$ cat config.mk
export PLATFORM = sky130hd
export DESIGN_NAME = regfile_scoreboard
export DESIGN_NICKNAME = d
export VERILOG_FILES = /design/src/logic/ooo_pkg.sv /design/src/logic/regfile_scoreboard.sv
export SDC_FILE = /design/constraint.sdc
export NUM_CORES = 2
export LEC_CHECK = 0
export BUFFER_PORTS_ARGS = -buffer_cell sky130_fd_sc_hd__buf_2
export CAP_MARGIN = 20
export CORE_MARGIN = 4
export CORE_UTILIZATION = 60
export DETAILED_ROUTE_END_ITERATION = 6
export GPL_TIMING_DRIVEN = 0
export PLACE_DENSITY_LB_ADDON = 0.12
export SLEW_MARGIN = 10
export SYNTH_ARGS = -nofsm -noshare
export SYNTH_HDL_FRONTEND = slang
export SYNTH_SLANG_ARGS = --single-unit
export TNS_END_PERCENT = 50
$ cat constraint.sdc
create_clock -name clk -period 3.4 [get_ports clk]
set_clock_uncertainty 0.05 [all_clocks]
set_input_delay 0.17 -clock clk [delete_from_list [all_inputs] [get_ports clk]]
set_output_delay 0.17 -clock clk [all_outputs]
set_load 0.005 [all_outputs]
$ cat src/logic/ooo_pkg.sv
`default_nettype none

package ooo_pkg;

  typedef logic [31:0] word_t;
  typedef logic [4:0]  reg_idx_t;
  typedef logic [2:0]  rob_tag_t;
  typedef logic [15:0] order_t;

  // one lane per execution unit
  localparam int CDB_LANES = 2;

  typedef enum logic [2:0] {
    ALU_ADD,
    ALU_SUB,
    ALU_AND,
    ALU_OR,
    ALU_XOR,
    ALU_SLL,
    ALU_SRL,
    ALU_SLT
  } alu_op_e;

  typedef enum logic {
    RS_ALU,
    RS_MUL
  } rs_sel_e;

  typedef struct packed {
    logic [6:0] opcode;
    reg_idx_t   rd;
    reg_idx_t   rs1;
    reg_idx_t   rs2;
    logic [2:0] funct3;
    logic [6:0] funct7;
    word_t      imm;
  } instr_t;

  typedef struct packed {
    logic     ready;
    rob_tag_t tag;
    word_t    value;
  } operand_t;

  typedef struct packed {
    alu_op_e  op;
    logic     use_imm;
    word_t    imm;
    operand_t src1;
    operand_t src2;
    rob_tag_t dest;
  } dispatch_t;

  typedef struct packed {
    logic     valid;
    rob_tag_t tag;
    word_t    data;
  } cdb_t;

  typedef struct packed {
    logic     valid;
    reg_idx_t rd;
    word_t    value;
    order_t   order;
  } commit_t;

  // pick up a broadcast value for an operand still waiting on its tag
  function automatic operand_t wake_operand(input operand_t opnd, input cdb_t lanes [CDB_LANES]);
    operand_t res;
    res = opnd;
    for (int l = 0; l < CDB_LANES; l++) begin
      if (!res.ready && lanes[l].valid && lanes[l].tag == res.tag) begin
        res.ready = 1'b1;
        res.value = lanes[l].data;
      end
    end
    return res;
  endfunction

endpackage

`default_nettype wire
$ cat src/logic/regfile_scoreboard.sv
`default_nettype none

module regfile_scoreboard (
  input  logic              clk,
  input  logic              rst_n,
  input  logic              rob_push,
  input  ooo_pkg::instr_t   instr,
  input  ooo_pkg::rob_tag_t alloc_tag,
  input  ooo_pkg::cdb_t     cdb [ooo_pkg::CDB_LANES],
  input  logic              rs1_done,
  input  ooo_pkg::word_t    rs1_val,
  input  logic              rs2_done,
  input  ooo_pkg::word_t    rs2_val,
  input  ooo_pkg::commit_t  commit,
  input  ooo_pkg::rob_tag_t commit_tag,
  output ooo_pkg::rob_tag_t rs1_tag,
  output ooo_pkg::rob_tag_t rs2_tag,
  output ooo_pkg::operand_t src1,
  output ooo_pkg::operand_t src2
);

  ooo_pkg::word_t    regs [32];
  logic [31:0]       pend;
  ooo_pkg::rob_tag_t tags [32];

  // register value, else finished rob entry, else same-cycle broadcast
  function automatic ooo_pkg::operand_t lookup(input logic pending,
                                               input ooo_pkg::rob_tag_t tag,
                                               input ooo_pkg::word_t regval,
                                               input logic rob_done,
                                               input ooo_pkg::word_t rob_val,
                                               input ooo_pkg::cdb_t lanes [ooo_pkg::CDB_LANES]);
    ooo_pkg::operand_t o;
    o.ready = 1'b1;
    o.tag   = tag;
    o.value = regval;
    if (pending) begin
      o.ready = rob_done;
      o.value = rob_val;
      o       = ooo_pkg::wake_operand(o, lanes);
    end
    return o;
  endfunction

  assign rs1_tag = tags[instr.rs1];
  assign rs2_tag = tags[instr.rs2];

  assign src1 = lookup(pend[instr.rs1], rs1_tag, regs[instr.rs1], rs1_done, rs1_val, cdb);
  assign src2 = lookup(pend[instr.rs2], rs2_tag, regs[instr.rs2], rs2_done, rs2_val, cdb);

  always_ff @(posedge clk or negedge rst_n) begin
    if (!rst_n) begin
      pend <= '0;
      for (int r = 0; r < 32; r++) begin
        regs[r] <= '0;
      end
    end else begin
      if (commit.valid && commit.rd != '0) begin
        regs[commit.rd] <= commit.value;
        // a younger rename keeps the register pending
        if (tags[commit.rd] == commit_tag) begin
          pend[commit.rd] <= 1'b0;
        end
      end
      if (rob_push && instr.rd != '0) begin
        pend[instr.rd] <= 1'b1;
      end
    end
  end

  always_ff @(posedge clk) begin
    if (rob_push && instr.rd != '0) begin
      tags[instr.rd] <= alloc_tag;
    end
  end

endmodule : regfile_scoreboard

`default_nettype wire

**Word level (Yosys, flattened, before mapping)**

Memory sizes are Yosys's and may differ from the RTL's.
Cells that the tools add are included.

- Reductions and logical operators: 19
- Mux-type cells: 34
- Magnitude comparators: 10
- Equal/unequal tests: 5
- Bitwise logic cells: 6

Operator list:

| kind | number |
|---|---|
| bitwise mux 1024 bit | 1 |
| two-way mux 32 bit | 12 |
| binary-select mux 32 bit (select 5 bit) | 2 |
| demux 32 bit (select 5 bit) | 1 |
| two-way mux 36 bit | 2 |
| AND 32 bit | 1 |
| inverter 32 bit | 1 |
| bitwise OR 32 bit | 1 |
| < comparator 5 x 6 -> 1 bit, second input constant | 4 |
| >= comparator 6 bit, second input constant | 3 |
| inverter 5 -> 6 bit | 3 |
| equality test 3 bit | 5 |
| logical AND 1 bit | 13 |
| two-way mux 1 bit | 12 |
| binary-select mux 1 bit (select 5 bit) | 2 |
| demux 1 bit (select 5 bit) | 2 |
| >= comparator 5 x 1 -> 1 bit, second input constant | 2 |
| nonzero test 5 bit | 2 |
| < comparator 6 x 1 -> 1 bit, second input constant | 1 |
| zero test 1 bit | 4 |

- Input bits: 265
- Register bits: 1056
- Memories kept: 1
- Output and inout bits: 78
- RAM bits: 96
- Word-level logic and storage cells: 108

Memories:

| memory | words | bits a word | rd ports | clocked after memory_dff | write ports | RTL line | RTL |
|---|---|---|---|---|---|---|---|
| tags | 32 | 3 | 3 | 0 | 1 | regfile_scoreboard.sv:24 | `ooo_pkg::rob_tag_t tags [32];` |

**Logic depth before layout (Yosys ltp)**

- Depth in word-level cells: 10
- Mapped depth: 15
- Gate-level depth less buffers: 9

**Worst setup path after synthesis**

Ideal clock, no wire load.

- Path type: in2out
- From: input port instr[47] (netlist bit)
- To: output port src1[11] (netlist bit)
- Setup slack: 0.372 ns
- Cell stages on the path: 8
- Path buffers: 3
- Required time: 3.180 ns
- Arrival time: 2.808 ns
- Cells stage by stage: buf_2 buf_1 buf_1 mux4_2 mux4_2 mux2_2 o22ai_1 a21oi_1

RTL lines:

| element | RTL line | RTL |
|---|---|---|
| from (decl) | regfile_scoreboard.sv:7 | `input ooo_pkg::instr_t instr,` |
| to (decl) | regfile_scoreboard.sv:18 | `output ooo_pkg::operand_t src1,` |

==> metrics.cfg <==
[clock_tree]
cts_sinks = 1152
clk-insertion-delay-late_ns = 0.76
cts.clk_slew.worst_paths_ns = 0.06
cts_max_path_buffers = 3
ctsRootBufferMaster = clkbuf_16
htree_levels = 4
cts_tree = built
numCtsBuffers = 133

[place]
port_buffers = 270
dpl.hpwl_um = 156000
routabilityCongestion = 0.963
dp.cells = 5665
placed_area_um2 = 67100

[synthesis]
synth_cells = 3952
yosysMostFrequentCell = dfrtp_1
ys_types = 59
syn_area_per_cell_um2 = 15.9
synth_top_area_share_pct = 42.0
netlist_area_um2 = 63000
async_flop_share_pct = 91.7
ys_warn_count = 0
synth_edf_count = 96
synth-main-ff-cell = dfrtp_1
synth.area.top_cells = dfrtp_1 42%, mux4_2 25%, mux2_2 18%
synth-seq-cells = 1152
synth_top_cells_by_count = 1056 x dfrtp_1, 1024 x mux2_2, 692 x mux4_2
yosys.area.top_type = dfrtp_1
yosysSeqAreaShare_pct = 46.5

[outcome]
outcome = complete, but fails checks
violations = negative setup slack

[timing]
maxSlewHeadroom_pct = 12.6
hold-worst-slack_ns = 0.0722
rsz0062_at_grt = yes
timing.final.ws_setup_ns = -0.896
fin_crit_ns = 4.30
drv_slew = 0
final-setup-viol-count = 75
worst_pin_slew_ns = 1.31
hold_viol = 0
max_freq_ghz = 0.233
finalCritPeriodShare_pct = 126

[critical_path]
crit_path_end_kind = primary output
crit_fanout = 10
cpMostUsedCell = clkbuf_1
crit_family = buffers and inverters
cpPeakStageDelay_ns = 0.92
crit_type = in -> out
critPathLaunchType = input port
critPathRequiredTime_ns = 3.18
arrival_ns = 4.08
worstPathCellList = buf_2 -> clkbuf_1 -> clkbuf_1 -> clkbuf_1 -> mux4_2 -> mux2_2 -> o22ai_2 -> a21oi_1 -> buf_2
worst-path-buf-inv = 5
slowest_stage = clkbuf_1

[die]
num_rows = 118
coreArea_um2 = 104000
io_pins = 343
die_area_um2 = 110000
die_h_um = 332
die-width_um = 332
start_util_pct = 60.7

[grt]
grt_max_degree = 151
grt_pass1_wl_um = 319000
grt_pass1_vias = 44300
gr-usage-all-layers_pct = 40.7
overflow = 0
antenna_found_initial = 6

[flow_run]
drv_cap = 0

[pwr]
peakVddDrop_uv = 450
leakagePower_nw = 31.1
power.total_mw = 43.3
p_per_area_nw_per_um2 = 589

[final_layout]
post-route-util_pct = 70.8
fillers = 6850
syn2layout_area_growth_pct = 16.6
finalNonFillerCells = 6019
drive_above_1_share_pct = 54.6
nets = 4796
design_area_um2 = 73400

[routing]
drt-initial-drc-count = 6362
routedWlPerCell_um = 37.5
viasPerCell = 7.36
num_vias = 44300
ant_nets = 0
firstDrtPassIters = 7
totalWireLength_um = 226000
drc = 0

[worst_hold_path]
hp-class = in -> reg

per-stage QoR:
step	setup slack, ns	TNS (ns)
2_1_floorplan	0.372	0
3_3_place_gp	-21.33	-
3_5_place_dp	-1.82	-238.08
4_1_cts	-0.726	-40.84
5_1_grt	-0.836	-48.30
6_report	-0.896	-48.89
path summary, 6_finish.rpt:
check | start | end | slack [ns] | cells past startpoint
worst max-delay path | instr[51] | src1[25] | -0.90 | 9
worst max register to register | tags[4][0] | pend[27] | 0.21 | 8
max in group asynchronous | rst_n | regs[166] | 1.12 | 5
min in group asynchronous | rst_n | pend[6] | 0.46 | 3
worst min-delay path | commit[51] | pend[7] | 0.07 | 5
worst min register to register | regs[1010] | regs[1010] | 0.43 | 1
final cells by class:
| cell class | instances | area [µm²] | area share (%) |
|---|---|---|---|
| Sequential cell | 1152 | 29300 | 39.9 |
| Inverter | 38 | 143 | 0.194 |
| Timing Repair Buffer | 443 | 3640 | 4.96 |
| Multi-Input combinational cell | 2313 | 32000 | 43.5 |
| Tap cell | 1380 | 1730 | 2.35 |
| Clock buffer | 197 | 3870 | 5.27 |
| Antenna cell | 4 | 10.0 | 0.0136 |
| Buffer | 450 | 2240 | 3.04 |
| Clock inverter | 42 | 544 | 0.741 |
placed cells by master (no fill, tap or decap), drive strengths merged, types with 5 or more instances in the layout:
master         netlist  layout
mux2i              176     176
nor4                 6       6
o22ai               35      35
a211oi               8       8
mux4               692     692
nor2                62      62
inv                 38      49
a22o                 5       5
bufinv               0      11
mux2              1024    1024
a22oi               45      45
edfxtp              96      96
nand2b              10      10
a221oi               9       9
xnor2               10      10
o21ai               40      40
nand3               12      12
clkinv               0      19
dlygate4sd3          0      50
nand4                9       9
a21oi               39      39
clkbuf             337     536
or2                  5       5
clkdlybuf4s15        0       7
nor2b               13      13
nand2               28      28
a222oi              26      26
o31ai               19      19
dfrtp             1056    1056
buf                114     496
logic make-up (layout without fill, tap and decap cells):
logic type,after synthesis,in the layout,synth area share (%)
muxes,1892,1892,45.9
xor gates and xnor gates,13,13,0.181
buffers and inverters,489,1170,3.18
other,1,7,0.00595
AOI/OAI and AO/OA,235,235,2.83
DFF,1152,1152,46.5
and+or+nand+nor,170,170,1.39
sequential cells by signal, summed over array words and instances, names as in the netlist:
name / cells
regs: 1024
tags: 96
pend: 32
worst reg2reg max path, cell delays in order (launching register included):
cell and delay (ns):
edfxtp_1 0.44, mux4_2 0.49, a22oi_1 0.41, nand4_1 0.22, xnor2_1 0.36, nand3_2 0.32, clkbuf_1 0.33, o31ai_1 0.32
o21ai_0 0.13
per-layer routing:
| layer | part of all wire [%] | vias up | GRT usage, % |
|---|---|---|---|
| li1 | - | 16800 | - |
| met1 | 37 | 23500 | 54.4 |
| met2 | 44 | 3234 | 58.9 |
| met3 | 13 | 821 | 15.4 |
| met4 | 6.2 | 13 | 20.4 |
| met5 | 0.20 | - | 0.695 |
timing repair:
action	4_1_cts	5_1_grt
hold buffers	51	0
setup buffers	37	16
pin swaps	45	9
gates resized for setup	161	40
endpoints found under the hold margin	416	0
endpoints found under the setup margin	66	78
gates cloned	7	0
power breakdown:
part	switching, mW	leakage, nW	total [mW]	internal [mW]
Combinational	4.54	14.6	10.5	5.91
Clock	5.97	2.17	14.7	8.74
Sequential	1.80	14.4	18.1	16.3
Note: power is estimated with default switching activity, not from simulation.
