===== config.mk =====
export PLATFORM = sky130hd
export DESIGN_NAME = mul_rs
export DESIGN_NICKNAME = d
export VERILOG_FILES = /design/src/logic/ooo_pkg.sv /design/src/logic/mul_rs.sv
export SDC_FILE = /design/constraint.sdc
export NUM_CORES = 2
export LEC_CHECK = 0
export ABC_AREA = 1
export BUFFER_PORTS_ARGS = -buffer_cell sky130_fd_sc_hd__buf_2
export CAP_MARGIN = 10
export CORE_UTILIZATION = 60
export CTS_BUF_LIST = sky130_fd_sc_hd__clkbuf_2
export CTS_CLUSTER_SIZE = 12
export DETAILED_ROUTE_END_ITERATION = 12
export PLACE_DENSITY = 0.88
export SLEW_MARGIN = 5
export SYNTH_ARGS = -nofsm -noshare
export SYNTH_HDL_FRONTEND = slang
export SYNTH_SLANG_ARGS = --single-unit

===== constraint.sdc =====
create_clock -name clk -period 19.57 [get_ports clk]
set_input_delay 1.957 -clock clk [delete_from_list [all_inputs] [get_ports clk]]
set_output_delay 1.957 -clock clk [all_outputs]
set_load 0.01 [all_outputs]

===== src/logic/ooo_pkg.sv =====
`default_nettype none

package ooo_pkg;

  typedef logic [31:0] word_t;
  typedef logic [4:0]  reg_idx_t;
  typedef logic [2:0]  rob_tag_t;
  typedef logic [15:0] order_t;

  // one lane per execution unit
  localparam int CDB_LANES = 2;

  typedef enum logic [2:0] {
    ALU_ADD,
    ALU_SUB,
    ALU_AND,
    ALU_OR,
    ALU_XOR,
    ALU_SLL,
    ALU_SRL,
    ALU_SLT
  } alu_op_e;

  typedef enum logic {
    RS_ALU,
    RS_MUL
  } rs_sel_e;

  typedef struct packed {
    logic [6:0] opcode;
    reg_idx_t   rd;
    reg_idx_t   rs1;
    reg_idx_t   rs2;
    logic [2:0] funct3;
    logic [6:0] funct7;
    word_t      imm;
  } instr_t;

  typedef struct packed {
    logic     ready;
    rob_tag_t tag;
    word_t    value;
  } operand_t;

  typedef struct packed {
    alu_op_e  op;
    logic     use_imm;
    word_t    imm;
    operand_t src1;
    operand_t src2;
    rob_tag_t dest;
  } dispatch_t;

  typedef struct packed {
    logic     valid;
    rob_tag_t tag;
    word_t    data;
  } cdb_t;

  typedef struct packed {
    logic     valid;
    reg_idx_t rd;
    word_t    value;
    order_t   order;
  } commit_t;

  // pick up a broadcast value for an operand still waiting on its tag
  function automatic operand_t wake_operand(input operand_t opnd, input cdb_t lanes [CDB_LANES]);
    operand_t res;
    res = opnd;
    for (int l = 0; l < CDB_LANES; l++) begin
      if (!res.ready && lanes[l].valid && lanes[l].tag == res.tag) begin
        res.ready = 1'b1;
        res.value = lanes[l].data;
      end
    end
    return res;
  endfunction

endpackage

`default_nettype wire

===== src/logic/mul_rs.sv =====
`default_nettype none

module mul_rs #(
  parameter int MUL_RS_DEPTH = 2,
  parameter int MUL_LATENCY  = 3
) (
  input  logic               clk,
  input  logic               rst_n,
  input  logic               mul_issue,
  input  ooo_pkg::dispatch_t disp,
  input  ooo_pkg::cdb_t      cdb [ooo_pkg::CDB_LANES],
  output logic               mul_full,
  output ooo_pkg::cdb_t      lane
);

  localparam int IW = (MUL_RS_DEPTH > 1) ? $clog2(MUL_RS_DEPTH) : 1;

  logic [MUL_RS_DEPTH-1:0] valid;
  ooo_pkg::dispatch_t      ent [MUL_RS_DEPTH];
  logic [IW-1:0]           free_idx;
  logic [IW-1:0]           sel_idx;
  logic                    sel_found;
  ooo_pkg::word_t          product;

  // multiply pipeline, one stage per cycle of latency
  logic                    pipe_valid [MUL_LATENCY];
  ooo_pkg::rob_tag_t       pipe_tag   [MUL_LATENCY];
  ooo_pkg::word_t          pipe_data  [MUL_LATENCY];

  assign mul_full = &valid;

  always_comb begin
    free_idx  = '0;
    sel_idx   = '0;
    sel_found = 1'b0;
    for (int i = MUL_RS_DEPTH - 1; i >= 0; i--) begin
      if (!valid[i]) begin
        free_idx = IW'(i);
      end
      if (valid[i] && ent[i].src1.ready && ent[i].src2.ready) begin
        sel_idx   = IW'(i);
        sel_found = 1'b1;
      end
    end
  end

  // low half only
  assign product = ent[sel_idx].src1.value * ent[sel_idx].src2.value;

  always_ff @(posedge clk or negedge rst_n) begin
    if (!rst_n) begin
      valid <= '0;
      for (int s = 0; s < MUL_LATENCY; s++) begin
        pipe_valid[s] <= 1'b0;
      end
    end else begin
      if (sel_found) begin
        valid[sel_idx] <= 1'b0;
      end
      if (mul_issue) begin
        valid[free_idx] <= 1'b1;
      end
      pipe_valid[0] <= sel_found;
      for (int s = 1; s < MUL_LATENCY; s++) begin
        pipe_valid[s] <= pipe_valid[s-1];
      end
    end
  end

  always_ff @(posedge clk) begin
    for (int i = 0; i < MUL_RS_DEPTH; i++) begin
      ent[i].src1 <= ooo_pkg::wake_operand(ent[i].src1, cdb);
      ent[i].src2 <= ooo_pkg::wake_operand(ent[i].src2, cdb);
    end
    if (mul_issue) begin
      ent[free_idx] <= disp;
    end
    pipe_tag[0]  <= ent[sel_idx].dest;
    pipe_data[0] <= product;
    for (int s = 1; s < MUL_LATENCY; s++) begin
      pipe_tag[s]  <= pipe_tag[s-1];
      pipe_data[s] <= pipe_data[s-1];
    end
  end

  always_comb begin
    lane.valid = pipe_valid[MUL_LATENCY-1];
    lane.tag   = pipe_tag[MUL_LATENCY-1];
    lane.data  = pipe_data[MUL_LATENCY-1];
  end

  // each selected entry leaves exactly once
  a_no_repeat_tag: assert property (@(posedge clk) disable iff (!rst_n)
    lane.valid && $past(lane.valid) |-> lane.tag != $past(lane.tag));

endmodule : mul_rs

`default_nettype wire


# Yosys cells after proc, flatten, opt, wreduce, memory -nomap -nowiden
# Memory sizes are Yosys's and may differ from the RTL's.
# Cells that the tools add are included.
# word_totals
word_cells	83
n_memories	3
inputBits	186
register_bits	5
output_inout_bits	37
rom_bits	0
latch_bits	0
ram_bits	327
# op_classes
n_reduce_logical	31
mul	1
add_sub_neg	0
bitwise	3
n_eq_ne	8
order_cmp	4
n_mux	29
shift	0
n_div	0
# mem_list
memory	depth	width	read_ports	rd_clocked_by_memory_dff	write_ports	line	rtl
ent	2	111	3	0	3	mul_rs.sv:19	ooo_pkg::dispatch_t ent [MUL_RS_DEPTH];
pipe_data	3	32	3	0	3	mul_rs.sv:28	ooo_pkg::word_t pipe_data [MUL_LATENCY];
pipe_tag	3	3	3	0	3	mul_rs.sv:27	ooo_pkg::rob_tag_t pipe_tag [MUL_LATENCY];
# ops
operator	count
$mux 32	8
$mul 32x32->32	1
$eq 3x3->1	8
$logic_and 1x1->1	22
$mux 1	17
$logic_not 1->1	8
$lt 1x2->1 const B	2
$mux 2	2
$and 2x2->2	1
$demux 1 s1	2
$ge 1x1->1 const B	2
$not 2->2	1
$or 2x2->2	1
$reduce_and 2->1	1

# Depth between registers and ports, before layout
# depth
ltp_word	13
ltp_mapped	39
ltp_nobuf	37

# Worst setup path before layout
# No wires, ideal clock.
# synth_timing
kind	register to register
from	register valid[1]
to	memory pipe_data[0][28] (netlist name)
required_time_ps	19498
synth_period_minus_slack_ps	7300
setup_slack_ps	12270
arrival_time_ps	7229
stages_incl_launch_ff	31
setup_ps	72
n_path_buf	3
cell_sequence	dfrtp_1 -> inv_2 -> nor2_4 -> buf_4 -> buf_4 -> nand3_1 -> nand2_1 -> clkbuf_1 -> clkinv_1 -> nor2_1 -> fa_1 -> fa_1 -> fa_1 -> inv_1 -> fa_1 -> inv_1 -> fa_1 -> inv_1 -> fa_1 -> inv_1 -> fa_1 -> fa_1 -> ha_1 -> nand2_1 -> nor4_1 -> nand4_1 -> nand3_1 -> a21o_1 -> a21oi_1 -> o21ai_0 -> xor2_1
# synth_rtl
element	line	rtl
from (decl)	mul_rs.sv:18	logic [MUL_RS_DEPTH-1:0] valid;
from (signal assigned)	mul_rs.sv:52	valid <= '0;
from (signal, indexed assignment)	mul_rs.sv:58	valid[sel_idx] <= 1'b0;
from (signal, indexed assignment)	mul_rs.sv:61	valid[free_idx] <= 1'b1;
to (decl)	mul_rs.sv:28	

==> results.toml <==
[placed_design]
portBuffers = 186
dp_hpwl_mm = 53.6
gp_congestion = 0.997
pre_cts_slack_ns = 9.27

[clocking]
holdBufCountCts = 0
clkSlewWorstSetupHoldPaths_ns = 0.13
root_buffer = "clkbuf_2"
cts_resized = 0
cts_tree = "done"
clk_latency_ns = 1.11
cts_setup_buffers = 0
numCtsBuffers = 60
cts_sinks = 260
h-tree-depth = 2
cts_buffer_depth = 3

[detailed_routing]
dr.pass1.iters = 7
drc = 0
routedWlPerCell_um = 18.1
final_antenna_net_count = 0
vias = 21600
wirelength_mm = 69.6
dr.first_iter.drc_count = 1975
vias_per_cell = 5.62

[layout]
fin_nets = 3924
layout-drive-gt1-share = 0.107
area_growth_pct = 6.39
utilization = 0.654

[global_routing]
grt_pass1_wl_mm = 111
overflow = 0
grt_max_degree = 131
grt_pass1_vias = 22200
grt_usage = 0.323
antenna_found_initial = 2

[synth]
ys_ff_latch = 260
synth_warnings = 0
syn_area_um2 = 26700
yosysSeqAreaShare = 0.251
synthCells = 3097
syn_nets = 3814
synth_cell_types = 48
synth_area_per_cell_um2 = 8.63

[die]
rows = 76
start_util = 0.615
die_w_um = 213
ios = 223
core_region_area_um2 = 43500
dieArea_um2 = 45400
die_h_um = 213

[timing]
rsz0062_at_grt = "false"
hold_viol = 0
relSlewSlack = 0.221
fin_ws_ns = 8.84
post-route-period-util = 0.548
final_max_slew_viol_count = 0
setup_tns_ns = 0
period_needed_ns = 10.73
worst_slew_pin_slew_ns = 1.17
finClkSkew_ns = 0.171
setup_viol = 0
clock.fmax_mhz = 93.2

[worst_setup_path]
critPathMaxStageDelay_ns = 0.90
crit_path_start = "valid[1]"
worst_setup_path_start_kind = "flip-flop"
r2r_end = "pipe_data[0][31]"
reg2reg_slack_ns = 8.84
rr_startpoint = "valid[1]"
rr_worst_depth = 29
worstPathArrival_ns = 11.67
path_max_fanout = 61
cp-end-kind = "flip-flop"
crit_type = "reg -> reg"
crit_top_cell = "fa_1"
slowest_stage = "nor3b_1"
required_ns = 20.50

[status]
status = "complete, no violations"

[worst_hold_path]
min_from = "pipe_data[0][14]"
holdPathEnd = "pipe_data[0][46]"
hold_class = "reg -> reg"
holdPathStages = 0

[job]
max_cap_violations = 0
-- per-stage QoR --
step                hold WS [ns]  cells  instance area (um^2)
global placement           0.310   3730                 27800
global route               0.319   3843                 28400
detailed placement         0.312   3730                 27800
finish                     0.325   3843                 28400
CTS                        0.295   3842                 28400
floorplan                  0.310   3097                 26700
-- cell usage in the layout, fill, tap and decap left out, types with 3 or more instances in the layout --
master     Yosys  final
o21a_1         3      3
clkinv_2       0      6
nor2_1       383    383
buf_2          5    186
fa_1         408    408
nand2_4        2      3
ha_1         123    123
mux2_2         3      3
nand2_2        8      8
inv_2          8      8
nand3_2        1      5
a2111oi_0      3      3
o2111ai_1      4      4
buf_4         45     25
inv_1        620    620
or2_2          4      4
a21oi_1       35     35
a31oi_1        4      4
xor2_1        26     26
nand4_1        7      7
o211ai_1     132    132
clkbuf_2       0     81
a21o_1         4      4
dfrtp_1        5      5
nor3_1         3      3
clkinv_1      10     29
o21ai_4        3      3
nand2_1      572    571
nand3_1       80     75
dfxtp_1      109    109
o21ai_1       14     14
nand3b_1      15     15
bufinv_16      0      3
xnor2_1       19     19
o21ai_0      153    153
edfxtp_1     146    146
o21ai_2       10     10
-- layer usage --
metal,global-route usage,vias up,wire (um)
met5,0,-,13
met4,0.181,2,3980
met3,0.0815,302,8270
met2,0.529,1316,32500
met1,0.389,10200,24900
li1,-,9745,-
-- flip-flops by register name, indices dropped and copies added, names as in the netlist --
register / cells
ent: 150
pipe_data: 96
pipe_tag: 9
pipe_valid: 2
valid: 2
lane: 1
-- kinds of logic (layout without fill, tap and decap cells) --
family,Yosys count,count (layout),synth area share
and+or+nand+nor,1080,1080,0.161
DFF,260,260,0.251
AOI/OAI and AO/OA,377,377,0.0888
xor gates and xnor gates,45,45,0.0148
other,0,1,0
muxes,3,3,0.00126
adders and majority gates,531,531,0.363
buffers and inverters,801,961,0.120
-- area by class of cell --
cell class | instances | area, um^2
well taps | 585 | 732
inverters | 638 | 2390
repair buffers | 211 | 1120
multi-input cells | 2036 | 16800
clock buffers | 81 | 405
clock inverters | 31 | 226
fillers | 3540 | 15000
flip-flops and latches | 260 | 6690
diodes | 1 | 2.50
-- worst max-delay path: cells and delay by family (launching register included) --
kind	cells	cell delay [ns]
and+or+nand+nor	7	2.23
AOI/OAI and AO/OA	3	1.16
buffers and inverters	10	2.35
DFF	1	0.42
adders and majority gates	9	4.33
-- cells in the mapped netlist (all sizes together) --
master / instances / area (um^2)
a2111oi: 3 / 26.3
a211oi: 2 / 15.0
a21boi: 1 / 7.51
a21o: 4 / 30.0
a21oi: 35 / 175
a221oi: 2 / 17.5
a31oi: 4 / 25.0
a41oi: 2 / 17.5
buf: 66 / 453
clkbuf: 97 / 364
clkinv: 10 / 37.5
dfrtp: 5 / 125
dfxtp: 109 / 2180
edfxtp: 146 / 4380
fa: 408 / 8170
ha: 123 / 1540
inv: 628 / 2360
mux2: 3 / 33.8
nand2: 582 / 2220
nand3: 81 / 410
nand3b: 15 / 113
nand4: 7 / 43.8
nor2: 384 / 1450
nor3: 3 / 15.0
nor3b: 1 / 7.51
nor4: 1 / 6.26
o2111ai: 4 / 35.0
o211ai: 132 / 991
o21a: 3 / 22.5
o21ai: 180 / 972
o21bai: 1 / 7.51
o221ai: 2 / 17.5
o22ai: 2 / 12.5
or2: 6 / 37.5
xnor2: 19 / 166
xor2: 26 / 228
-- worst max-delay path by stage --
stage | endpoint | slack (ns) | cells past startpoint
6_report | pipe_data[0][31] | 8.84 | 29
5_1_grt | pipe_data[0][31] | 8.59 | 29
4_1_cts | pipe_data[0][31] | 9.12 | 29
3_5_place_dp | pipe_data[0][31] | 9.27 | 28
3_3_place_gp | pipe_data[0][31] | 9.41 | 28
2_1_floorplan | pipe_data[0][28] | 12.27 | 30
Power is not shown: default switching activity piles up to over one toggle a cycle in this logic, so the estimate is an artifact.
