--- config.mk ---
export PLATFORM = sky130hd
export DESIGN_NAME = alu_rs
export DESIGN_NICKNAME = d
export VERILOG_FILES = /design/src/logic/ooo_pkg.sv /design/src/logic/alu_rs.sv
export SDC_FILE = /design/constraint.sdc
export NUM_CORES = 1
export LEC_CHECK = 0
export BUFFER_PORTS_ARGS = -buffer_cell sky130_fd_sc_hd__buf_2
export CAP_MARGIN = 25
export CORE_MARGIN = 2
export CORE_UTILIZATION = 50
export CTS_CLUSTER_DIAMETER = 50
export DETAILED_ROUTE_END_ITERATION = 16
export GPL_TIMING_DRIVEN = 1
export PLACE_DENSITY_LB_ADDON = 0.2
export SETUP_SLACK_MARGIN = 0.3
export SLEW_MARGIN = 20
export SYNTH_ARGS = -nofsm -noshare
export SYNTH_HDL_FRONTEND = slang
export SYNTH_SLANG_ARGS = --single-unit
--- constraint.sdc ---
create_clock -name clk -period 6.5 [get_ports clk]
set_clock_uncertainty 0.1 [all_clocks]
set_input_delay 1.3 -clock clk [delete_from_list [all_inputs] [get_ports clk]]
set_output_delay 1.3 -clock clk [all_outputs]
set_load 0.03 [all_outputs]
--- src/logic/ooo_pkg.sv ---
`default_nettype none

package ooo_pkg;

  typedef logic [31:0] word_t;
  typedef logic [4:0]  reg_idx_t;
  typedef logic [2:0]  rob_tag_t;
  typedef logic [15:0] order_t;

  // one lane per execution unit
  localparam int CDB_LANES = 2;

  typedef enum logic [2:0] {
    ALU_ADD,
    ALU_SUB,
    ALU_AND,
    ALU_OR,
    ALU_XOR,
    ALU_SLL,
    ALU_SRL,
    ALU_SLT
  } alu_op_e;

  typedef enum logic {
    RS_ALU,
    RS_MUL
  } rs_sel_e;

  typedef struct packed {
    logic [6:0] opcode;
    reg_idx_t   rd;
    reg_idx_t   rs1;
    reg_idx_t   rs2;
    logic [2:0] funct3;
    logic [6:0] funct7;
    word_t      imm;
  } instr_t;

  typedef struct packed {
    logic     ready;
    rob_tag_t tag;
    word_t    value;
  } operand_t;

  typedef struct packed {
    alu_op_e  op;
    logic     use_imm;
    word_t    imm;
    operand_t src1;
    operand_t src2;
    rob_tag_t dest;
  } dispatch_t;

  typedef struct packed {
    logic     valid;
    rob_tag_t tag;
    word_t    data;
  } cdb_t;

  typedef struct packed {
    logic     valid;
    reg_idx_t rd;
    word_t    value;
    order_t   order;
  } commit_t;

  // pick up a broadcast value for an operand still waiting on its tag
  function automatic operand_t wake_operand(input operand_t opnd, input cdb_t lanes [CDB_LANES]);
    operand_t res;
    res = opnd;
    for (int l = 0; l < CDB_LANES; l++) begin
      if (!res.ready && lanes[l].valid && lanes[l].tag == res.tag) begin
        res.ready = 1'b1;
        res.value = lanes[l].data;
      end
    end
    return res;
  endfunction

endpackage

`default_nettype wire
--- src/logic/alu_rs.sv ---
`default_nettype none

module alu_rs #(
  parameter int ALU_RS_DEPTH = 4
) (
  input  logic               clk,
  input  logic               rst_n,
  input  logic               alu_issue,
  input  ooo_pkg::dispatch_t disp,
  input  ooo_pkg::cdb_t      cdb [ooo_pkg::CDB_LANES],
  output logic               alu_full,
  output ooo_pkg::cdb_t      lane
);

  localparam int IW = (ALU_RS_DEPTH > 1) ? $clog2(ALU_RS_DEPTH) : 1;

  logic [ALU_RS_DEPTH-1:0] valid;
  ooo_pkg::dispatch_t      ent [ALU_RS_DEPTH];
  ooo_pkg::dispatch_t      cap;
  logic [IW-1:0]           free_idx;
  logic [IW-1:0]           sel_idx;
  logic                    sel_found;

  logic                    out_valid;
  ooo_pkg::rob_tag_t       out_tag;
  ooo_pkg::word_t          out_data;

  function automatic ooo_pkg::word_t alu_fn(input ooo_pkg::alu_op_e op,
                                            input ooo_pkg::word_t a,
                                            input ooo_pkg::word_t b);
    case (op)
      ooo_pkg::ALU_ADD: return a + b;
      ooo_pkg::ALU_SUB: return a - b;
      ooo_pkg::ALU_AND: return a & b;
      ooo_pkg::ALU_OR:  return a | b;
      ooo_pkg::ALU_XOR: return a ^ b;
      ooo_pkg::ALU_SLL: return a << b[4:0];
      ooo_pkg::ALU_SRL: return a >> b[4:0];
      ooo_pkg::ALU_SLT: return {31'b0, $signed(a) < $signed(b)};
      default:          return a + b;
    endcase
  endfunction

  assign alu_full = &valid;

  // immediate forms carry the immediate as a ready second operand
  always_comb begin
    cap = disp;
    if (disp.use_imm) begin
      cap.src2.ready = 1'b1;
      cap.src2.value = disp.imm;
    end
  end

  // lowest free slot and lowest ready entry
  always_comb begin
    free_idx  = '0;
    sel_idx   = '0;
    sel_found = 1'b0;
    for (int i = ALU_RS_DEPTH - 1; i >= 0; i--) begin
      if (!valid[i]) begin
        free_idx = IW'(i);
      end
      if (valid[i] && ent[i].src1.ready && ent[i].src2.ready) begin
        sel_idx   = IW'(i);
        sel_found = 1'b1;
      end
    end
  end

  always_ff @(posedge clk or negedge rst_n) begin
    if (!rst_n) begin
      valid     <= '0;
      out_valid <= 1'b0;
    end else begin
      if (sel_found) begin
        valid[sel_idx] <= 1'b0;
      end
      if (alu_issue) begin
        valid[free_idx] <= 1'b1;
      end
      out_valid <= sel_found;
    end
  end

  always_ff @(posedge clk) begin
    for (int i = 0; i < ALU_RS_DEPTH; i++) begin
      ent[i].src1 <= ooo_pkg::wake_operand(ent[i].src1, cdb);
      ent[i].src2 <= ooo_pkg::wake_operand(ent[i].src2, cdb);
    end
    if (alu_issue) begin
      ent[free_idx] <= cap;
    end
    out_tag  <= ent[sel_idx].dest;
    out_data <= alu_fn(ent[sel_idx].op, ent[sel_idx].src1.value, ent[sel_idx].src2.value);
  end

  always_comb begin
    lane.valid = out_valid;
    lane.tag   = out_tag;
    lane.data  = out_data;
  end

  // issue must have seen the full flag
  a_no_issue_when_full: assert property (@(posedge clk) disable iff (!rst_n)
    alu_issue |-> !alu_full);

endmodule : alu_rs

`default_nettype wire

### Word level (Yosys, flattened, before mapping)

Memory sizes are Yosys's and may differ from the RTL's.
Cells that the tools add are included.

* add/subtract/negate cells: 2
* $lt $le $gt $ge: 5
* equality and inequality tests: 23
* shift operators: 2
* muxes and demuxes: 55
* bitwise operators: 6
* reduce and logical (&&, ||, !) cells: 60

Operators by type and width (count)
* 32-bit two-way mux: 17
* 32-bit one-hot mux with 8 select lines: 1
* 3-bit equality test: 16
* 1-bit logical AND: 42
* 32-bit adder: 1
* 32-bit bitwise AND: 1
* 32-bit < comparator: 1
* 32-bit bitwise OR: 1
* 32-bit by 5-bit << shifter with 32-bit output: 1
* 32-bit by 5-bit right shift with 32-bit output: 1
* 32-bit subtractor: 1
* 32-bit bitwise XOR: 1
* 1-bit two-way mux: 25
* 1-bit zero test: 16
* 2-bit two-way mux: 8
* 3-bit equality test, second input constant: 4
* 4-bit two-way mux: 2
* 3-bit by 2-bit equality test with 1-bit output, second input constant: 2
* 2-bit by 3-bit < comparator with 1-bit output, second input constant: 2
* 4-bit bitwise AND: 1
* 1-bit demux with 2-bit select: 2
* 2-bit by 1-bit greater-or-equal comparator with 1-bit output, second input constant: 2
* 4-bit NOT: 1
* 4-bit bitwise OR: 1
* 3 further kinds: 3

* register bits: 40
* memory bits (writable): 444
* input bits: 186
* memories: 1

Memory list
* ent: words 4, bits a word 111, rd ports 5, clocked after memory_dff 0, wr ports 5, line alu_rs.sv:18 `ooo_pkg::dispatch_t ent [ALU_RS_DEPTH];`

### Logic depth before layout (Yosys ltp)

Gate-level depths: netlist (run 1).

* word-level depth: 15
* depth in mapped cells: 23

### Least setup slack after synthesis (run 1)

OpenSTA, ideal clock, no wires.

* path type: register to register
* from: reg valid[2]
* to: reg out_data[28]
* data arrival time: 4.934 ns
* setup slack: 1.346 ns
* stages on the path, launching flop included: 23
* buffers on the path: 5
* cells stage by stage: dfrtp_1 -> buf_2 -> nand3_2 -> nand4_4 -> o221a_2 -> buf_4 -> inv_4 -> buf_6 -> buf_2 -> buf_2 -> ha_1 -> inv_1 -> fa_1 -> nor2b_1 -> o21bai_1 -> a2111oi_0 -> nor2_1 -> o21ai_0 -> a2111oi_0 -> o41ai_1 -> a2bb2oi_1 -> a2bb2oi_1 -> a211o_1

* word-level cells in the longest chain between the ends: 8
* elaborated cells on any way between the ends: 22
* those cells by class: add/sub (2); eq/ne (7); shift (2); mux (4); bitwise (3); reduce/logical (3); memory (1)

RTL lines
* start: declaration: line alu_rs.sv:17 `logic [ALU_RS_DEPTH-1:0] valid;`
* start signal: assignment: line alu_rs.sv:73 `valid <= '0;`
* start signal: indexed assignment: line alu_rs.sv:77 `valid[sel_idx] <= 1'b0;`
* start signal: indexed assignment: line alu_rs.sv:80 `valid[free_idx] <= 1'b1;`
* 1-bit logical AND * (2 in a row): line alu_rs.sv:64 `if (valid[i] && ent[i].src1.ready && ent[i].src2.ready) begin`
* 2-bit two-way mux * (3 in a row): line alu_rs.sv:64
* memory 4 x 111 bit *
* 32-bit subtractor, or another cell as far along: line alu_rs.sv:33 `ooo_pkg::ALU_SUB: return a - b;`
* 32-bit one-hot mux with 8 select lines *: line alu_rs.sv:31 `case (op)`
* end signal: assignment: line alu_rs.sv:95 `out_data <= alu_fn(ent[sel_idx].op, ent[sel_idx].src1.value, ent[sel_idx].src2.value);`
* end: declaration: line alu_rs.sv:26 `ooo_pkg::word_t out_data;`

Mark *: on every way between the ends. The rest lies on a longest branch, timed or not.

==> results of run 1 <==
## metal layers
layer	vias up	wire, um	global-route usage, %
met5	-	26	0
met4	4	4831	16.77
met3	308	11440	6.190
met2	1712	48810	59.53
met1	12530	44900	52.79
li1	11480	-	-
## stage by stage
| stage | instance area [um^2] | hold slack [ns] | utilization, % |
|---|---|---|---|
| after floorplan | 27180 | 0.3156 | - |
| after global placement | 28800 | 0.3259 | 53.52 |
| after detailed placement | 28830 | 0.3317 | 53.58 |
| after CTS | 30310 | 0.3528 | 56.33 |
| after global routing | 30340 | 0.3657 | 56.38 |
| final | 30340 | 0.3508 | 56.38 |
## layout make-up
type | instances | area (um^2)
inverter | 112 | 435.4
antenna | 6 | 15.01
fill | 4828 | 23470
clock buffer | 58 | 1239
tap | 696 | 870.8
clock inverter | 30 | 241.5
multi-input combinational | 2336 | 15510
timing repair buffer | 327 | 1919
sequential | 352 | 10110
## registers in the layout, summed over array words and instances, names as in the netlist
name       cells
ent          312
out_data      32
valid          4
out_tag        3
out_valid      1
## repair_timing
action,in CTS,in global routing
resized for setup,0,1
setup endpoints to repair,0,2
hold endpoints to repair,0,0
setup buffers,0,0
## worst max-delay path, stage by stage (launching register included)
cell,delay (ns)
dfxtp_1,0.57
nand3_2,0.36
a31oi_4,0.55
buf_4,0.35
o22ai_1,0.14
a21oi_2,0.50
ha_1,0.45
or2_2,0.37
a31o_2,0.25
a21oi_1,0.17
nor2_1,0.08
a311oi_1,0.34
buf_4,0.23
a21boi_0,0.19
o31ai_1,0.41
nor2_1,0.07
a211oi_1,0.24
o221ai_1,0.17
## cell usage in the layout, fill, tap and decap left out, types with 11 or more instances in the layout
master / n
a21o_1: 25
a211oi_1: 18
o221a_2: 15
nor3_1: 62
o221ai_1: 20
dfxtp_1: 43
o21a_1: 16
nand4_1: 19
mux2_2: 52
nor2_1: 276
nand3_1: 31
edfxtp_1: 304
o31ai_1: 12
nand4b_1: 12
buf_2: 223
a222oi_1: 14
nor4_1: 30
a211o_1: 14
o22ai_1: 25
mux2i_1: 344
o31a_1: 11
nand2_1: 394
or3_1: 12
clkbuf_16: 48
a31oi_1: 22
o21bai_1: 17
a21oi_1: 118
nand2b_1: 13
o211ai_1: 31
xnor2_1: 42
xor2_1: 17
o21ai_0: 367
ha_1: 97
buf_4: 101
inv_1: 101
## kinds of logic (layout without fill, tap and decap cells)
family | Yosys count | after routing | synth area share [%]
AOI/OAI and AO/OA | 863 | 863 | 20.36
xor gates and xnor gates | 59 | 59 | 1.901
adders and majority gates | 99 | 99 | 4.613
buffers and inverters | 413 | 527 | 6.206
DFF | 352 | 352 | 37.22
muxes | 397 | 397 | 14.87
other | 0 | 6 | 0
and+or+nand+nor | 918 | 918 | 14.83
## worst max-delay path by stage
stage / startpoint / endpoint
after floorplan: valid[2] / out_data[28]
after global routing: ent[1][74] / out_data[28]
after detailed placement: ent[1][74] / out_data[28]
after CTS: ent[1][74] / out_data[28]
after global placement: ent[1][74] / out_data[28]
final: ent[1][74] / out_data[24]
==> impl_metrics.tcl, run 1 <==
set metrics [dict create \
    status "complete, no violations" \
    yosysTopAreaCell "edfxtp_1" \
    hold_path_class "reg -> reg" \
    clkSinkCount 352 \
    die_w_um 237.1 \
    ys_seq_elements 352 \
    routed_wl_um 110000 \
    reg2reg_slack_ns 0.76 \
    post-place-cells 3822 \
    setup_ws_ns 0.7561 \
    grt_util_all_layers_pct 38.24 \
    r2r-end "out_data[24]" \
    crit_required_ns 6.85 \
    ys.flop_type "edfxtp_1" \
    r2r_start "ent[1][74]" \
    drive_gt1_share_pct 16.33 \
    holdPathEnd "out_tag[0]" \
    synthToLayoutAreaGrowth_pct 11.64 \
    hold_viol 0 \
    syn_nets 3386 \
    worst_slew_pin_slew_ns 1.166 \
    dpl.hpwl_um 77960 \
    min_period_ns 5.744 \
    start_util_pct 50.50 \
    critPathCaptureType "flip-flop" \
    crit_fanout 16 \
    drt-pass1-iter-count 6 \
    synth_area_leaders "edfxtp_1 34%, mux2i_1 13%, o21ai_0 6.9%" \
    root_buffer "clkbuf_16" \
    maxCapViolCount 0 \
    htreeDepth 2 \
    setup_tns_ns 0 \
    die_area_um2 56240 \
    rows 85 \
    synthTopCellsByCount "398 x nand2_1, 373 x o21ai_0, 344 x mux2i_1" \
    port_buffers 222 \
    syn-mean-instance-area_um2 8.764 \
    avgViaCountPerCell 6.645 \
    worst_r2r_path_depth 17 \
    async_flop_share_pct 1.420 \
    grt_overflow 0 \
    antenna_found_initial 8 \
    first_iter_violations 3297 \
    fmax_ghz 0.1741 \
    wl_per_cell_um 28.09 \
    cts_made_buffers 48 \
    drc 0 \
    clkTransAtPathRegs_ns 0.06 \
    ys_types 88 \
    cts_tree "done" \
    grt_max_degree 81 \
    finalSetupViolCount 0 \
    finalNetCount 3462 \
    worstSkewPairLatency_ns 0.62 \
    holdBufCountCts 0 \
    slew_viol_final 0 \
    grt_pass1_wl_um 161300 \
    ios 223 \
    cts_buffer_depth 3 \
    postRouteAntennaNets 0 \
    relSlewSlack_pct 22.25 \
    crit_type "reg -> reg" \
    yosysMostFrequentCell "nand2_1" \
    core_um2 53810 \
    synth.cell_area_um2 27180 \
    synth_warnings 0 \
    synth_edf_count 304 \
    vias 26030 \
    place_congestion 1.005 \
    yosysTopAreaCellShare_pct 33.59 \
    min_path_cells 2 \
    dp_slack_ns 0.7343 \
    period_share_pct 88.37 \
    grt_pass1_vias 24780 \
    yosysSeqAreaShare_pct 37.22 \
    rsz0062_at_grt "false" \
    start_kind "flip-flop" \
    hp-start "ent[0][0]" \
    syn_inst 3101 \
    floorplan.die.height_um 237.1 \
    layout.cells.non_filler 3917 \
    arrival_ns 6.09 \
]
Power of run 1 is left out: the tool's default activity adds up to more than one toggle a clock period on the data nets, which glitch-free logic cannot reach.
==> inputs of run 2 (changes only) <==
Settings changed: CORE_ASPECT_RATIO set to 1.25, CORE_UTILIZATION 50 to 45.
==> impl_metrics.tcl, run 2 (synthesis gave the netlist of run 1 again) <==
set metrics [dict create \
    root_buffer "clkbuf_16" \
    crit_required_ns 6.85 \
    reg_top3 "ent x312, out_data x32, valid x4" \
    grt_overflow 0 \
    avgViaCountPerCell 6.415 \
    postRouteAntennaNets 0 \
    drive_gt1_share_pct 16.54 \
    fmax_ghz 0.1686 \
    met2_usage_pct 58.06 \
    crit_fanout 27 \
    first_iter_violations 2895 \
    clkSinkCount 352 \
    grt_most_used_layer "met2" \
    core_um2 59680 \
    hp-start "ent[0][1]" \
    holdPathEnd "out_tag[1]" \
    arrival_ns 6.28 \
    start_util_pct 45.54 \
    period_share_pct 91.25 \
    holdBufCountCts 0 \
    finalNetCount 3465 \
    top_register "ent" \
    die_area_um2 62390 \
    postCtsSetupBuffers 0 \
    use_met1_pct 42.57 \
    cts_resized 0 \
    die_w_um 223.8 \
    layout.cells.non_filler 3983 \
    cts_tree "done" \
    dpl.hpwl_um 80530 \
    fillers 5578 \
    cts_made_buffers 46 \
    hold_viol 0 \
    rows 100 \
    vias 25550 \
    status "complete, no violations" \
    hold_path_class "reg -> reg" \
    antenna_found_initial 2 \
    grt_util_all_layers_pct 34.64 \
    drc 0 \
    post-place-cells 3895 \
    min_period_ns 5.931 \
    r2r-end "out_data[29]" \
    grt_max_degree 98 \
    crit_type "reg -> reg" \
    setup_tns_ns 0 \
    layout_commonest_cell "nand2_1" \
    grt_pass1_wl_um 162500 \
    final_area_um2 30510 \
    largest_reg_flops 312 \
    dpl_cell_area_um2 28930 \
    critPathCaptureType "flip-flop" \
    drt-pass1-iter-count 7 \
    port_buffers 222 \
    htreeDepth 2 \
    start_kind "flip-flop" \
    clkTransAtPathRegs_ns 0.06 \
    final_cell_mix "394 x nand2_1, 367 x o21ai_0, 344 x mux2i_1" \
    place_congestion 1.008 \
    synthToLayoutAreaGrowth_pct 12.26 \
    grt_pass1_vias 24650 \
    wl_per_cell_um 27.83 \
    slew_viol_final 0 \
    floorplan.die.height_um 278.8 \
    worstSkewPairLatency_ns 0.61 \
    routed_wl_um 110800 \
    worst_slew_pin_slew_ns 1.105 \
    r2r_start "valid[1]" \
    reg2reg_slack_ns 0.57 \
    rsz0062_at_grt "false" \
    min_path_cells 2 \
    grt_util_met3_pct 5.988 \
    maxCapViolCount 0 \
    relSlewSlack_pct 25.64 \
    worst_r2r_path_depth 16 \
    ios 223 \
    cts_buffer_depth 3 \
    finalSetupViolCount 0 \
]
==> run 2: cell count changes in the layout (fill, tap and decap cells not counted), moves of 2 or more <==
| cell | before | now |
|---|---|---|
| clkinv_2 | 8 | 6 |
| nand3_4 | 0 | 2 |
| clkbuf_8 | 0 | 3 |
| inv_8 | 1 | 3 |
| diode_2 | 6 | 1 |
| nand3_2 | 3 | 1 |
| buf_4 | 101 | 109 |
| clkinvlp_4 | 3 | 0 |
| clkinv_1 | 8 | 3 |
| buf_12 | 2 | 0 |
==> run 2: area by class of cell <==
| type | instances | area (um^2) | share of cell area, % |
|---|---|---|---|
| Antenna cell | 1 | 2.502 | 0.008202 |
| Multi-Input combinational cell | 2336 | 15530 | 50.89 |
| Clock inverter | 24 | 256.5 | 0.8407 |
| Inverter | 112 | 435.4 | 1.427 |
| Sequential cell | 352 | 10110 | 33.15 |
| Tap cell | 765 | 957.2 | 3.137 |
| Timing Repair Buffer | 332 | 1957 | 6.414 |
| Clock buffer | 61 | 1259 | 4.126 |
==> run 2: how the worst max path moves through the flow <==
stage / from / endpoint / slack, ns
after floorplan: valid[2] / out_data[28] / 1.35
after global placement: ent[2][74] / out_data[28] / 0.63
after detailed placement: ent[2][74] / out_data[28] / 0.51
after CTS: ent[1][38] / out_data[28] / 0.45
after global routing: ent[1][38] / out_data[29] / 0.41
final: valid[1] / out_data[29] / 0.57
==> run 2: routing by layer <==
| metal | up-vias | share of wire [%] |
|---|---|---|
| li1 | 11480 | - |
| met1 | 12280 | 39 |
| met2 | 1457 | 47 |
| met3 | 338 | 8.1 |
| met4 | 2 | 5.9 |
| met5 | - | 0.012 |
==> run 2: worst max-delay path: stages, from the launching register on <==
cell and delay [ns]:
dfrtp_1 0.59, and3_4 0.51, buf_4 0.35, nor2_1 0.12, a22oi_1 0.18, o21a_1 0.51, inv_1 0.25, ha_1 0.36
or4_1 0.52, o2111ai_1 0.38, a21o_1 0.28, nand3_1 0.18, or3_1 0.46, a32oi_1 0.34, o221ai_1 0.20, a221oi_1 0.29
o2111ai_1 0.13
==> run 2: metrics by stage <==
stage               hold slack (ns)  worst slack, ns  util, %
floorplan                    0.3156            1.346        -
global placement             0.3661           0.6276    48.47
detailed placement           0.3679           0.5084    48.47
CTS                          0.3819           0.4482    51.01
global route                 0.4114           0.4067    51.12
finish                       0.3814           0.5686    51.12
Power of run 2 is left out for the same reason.
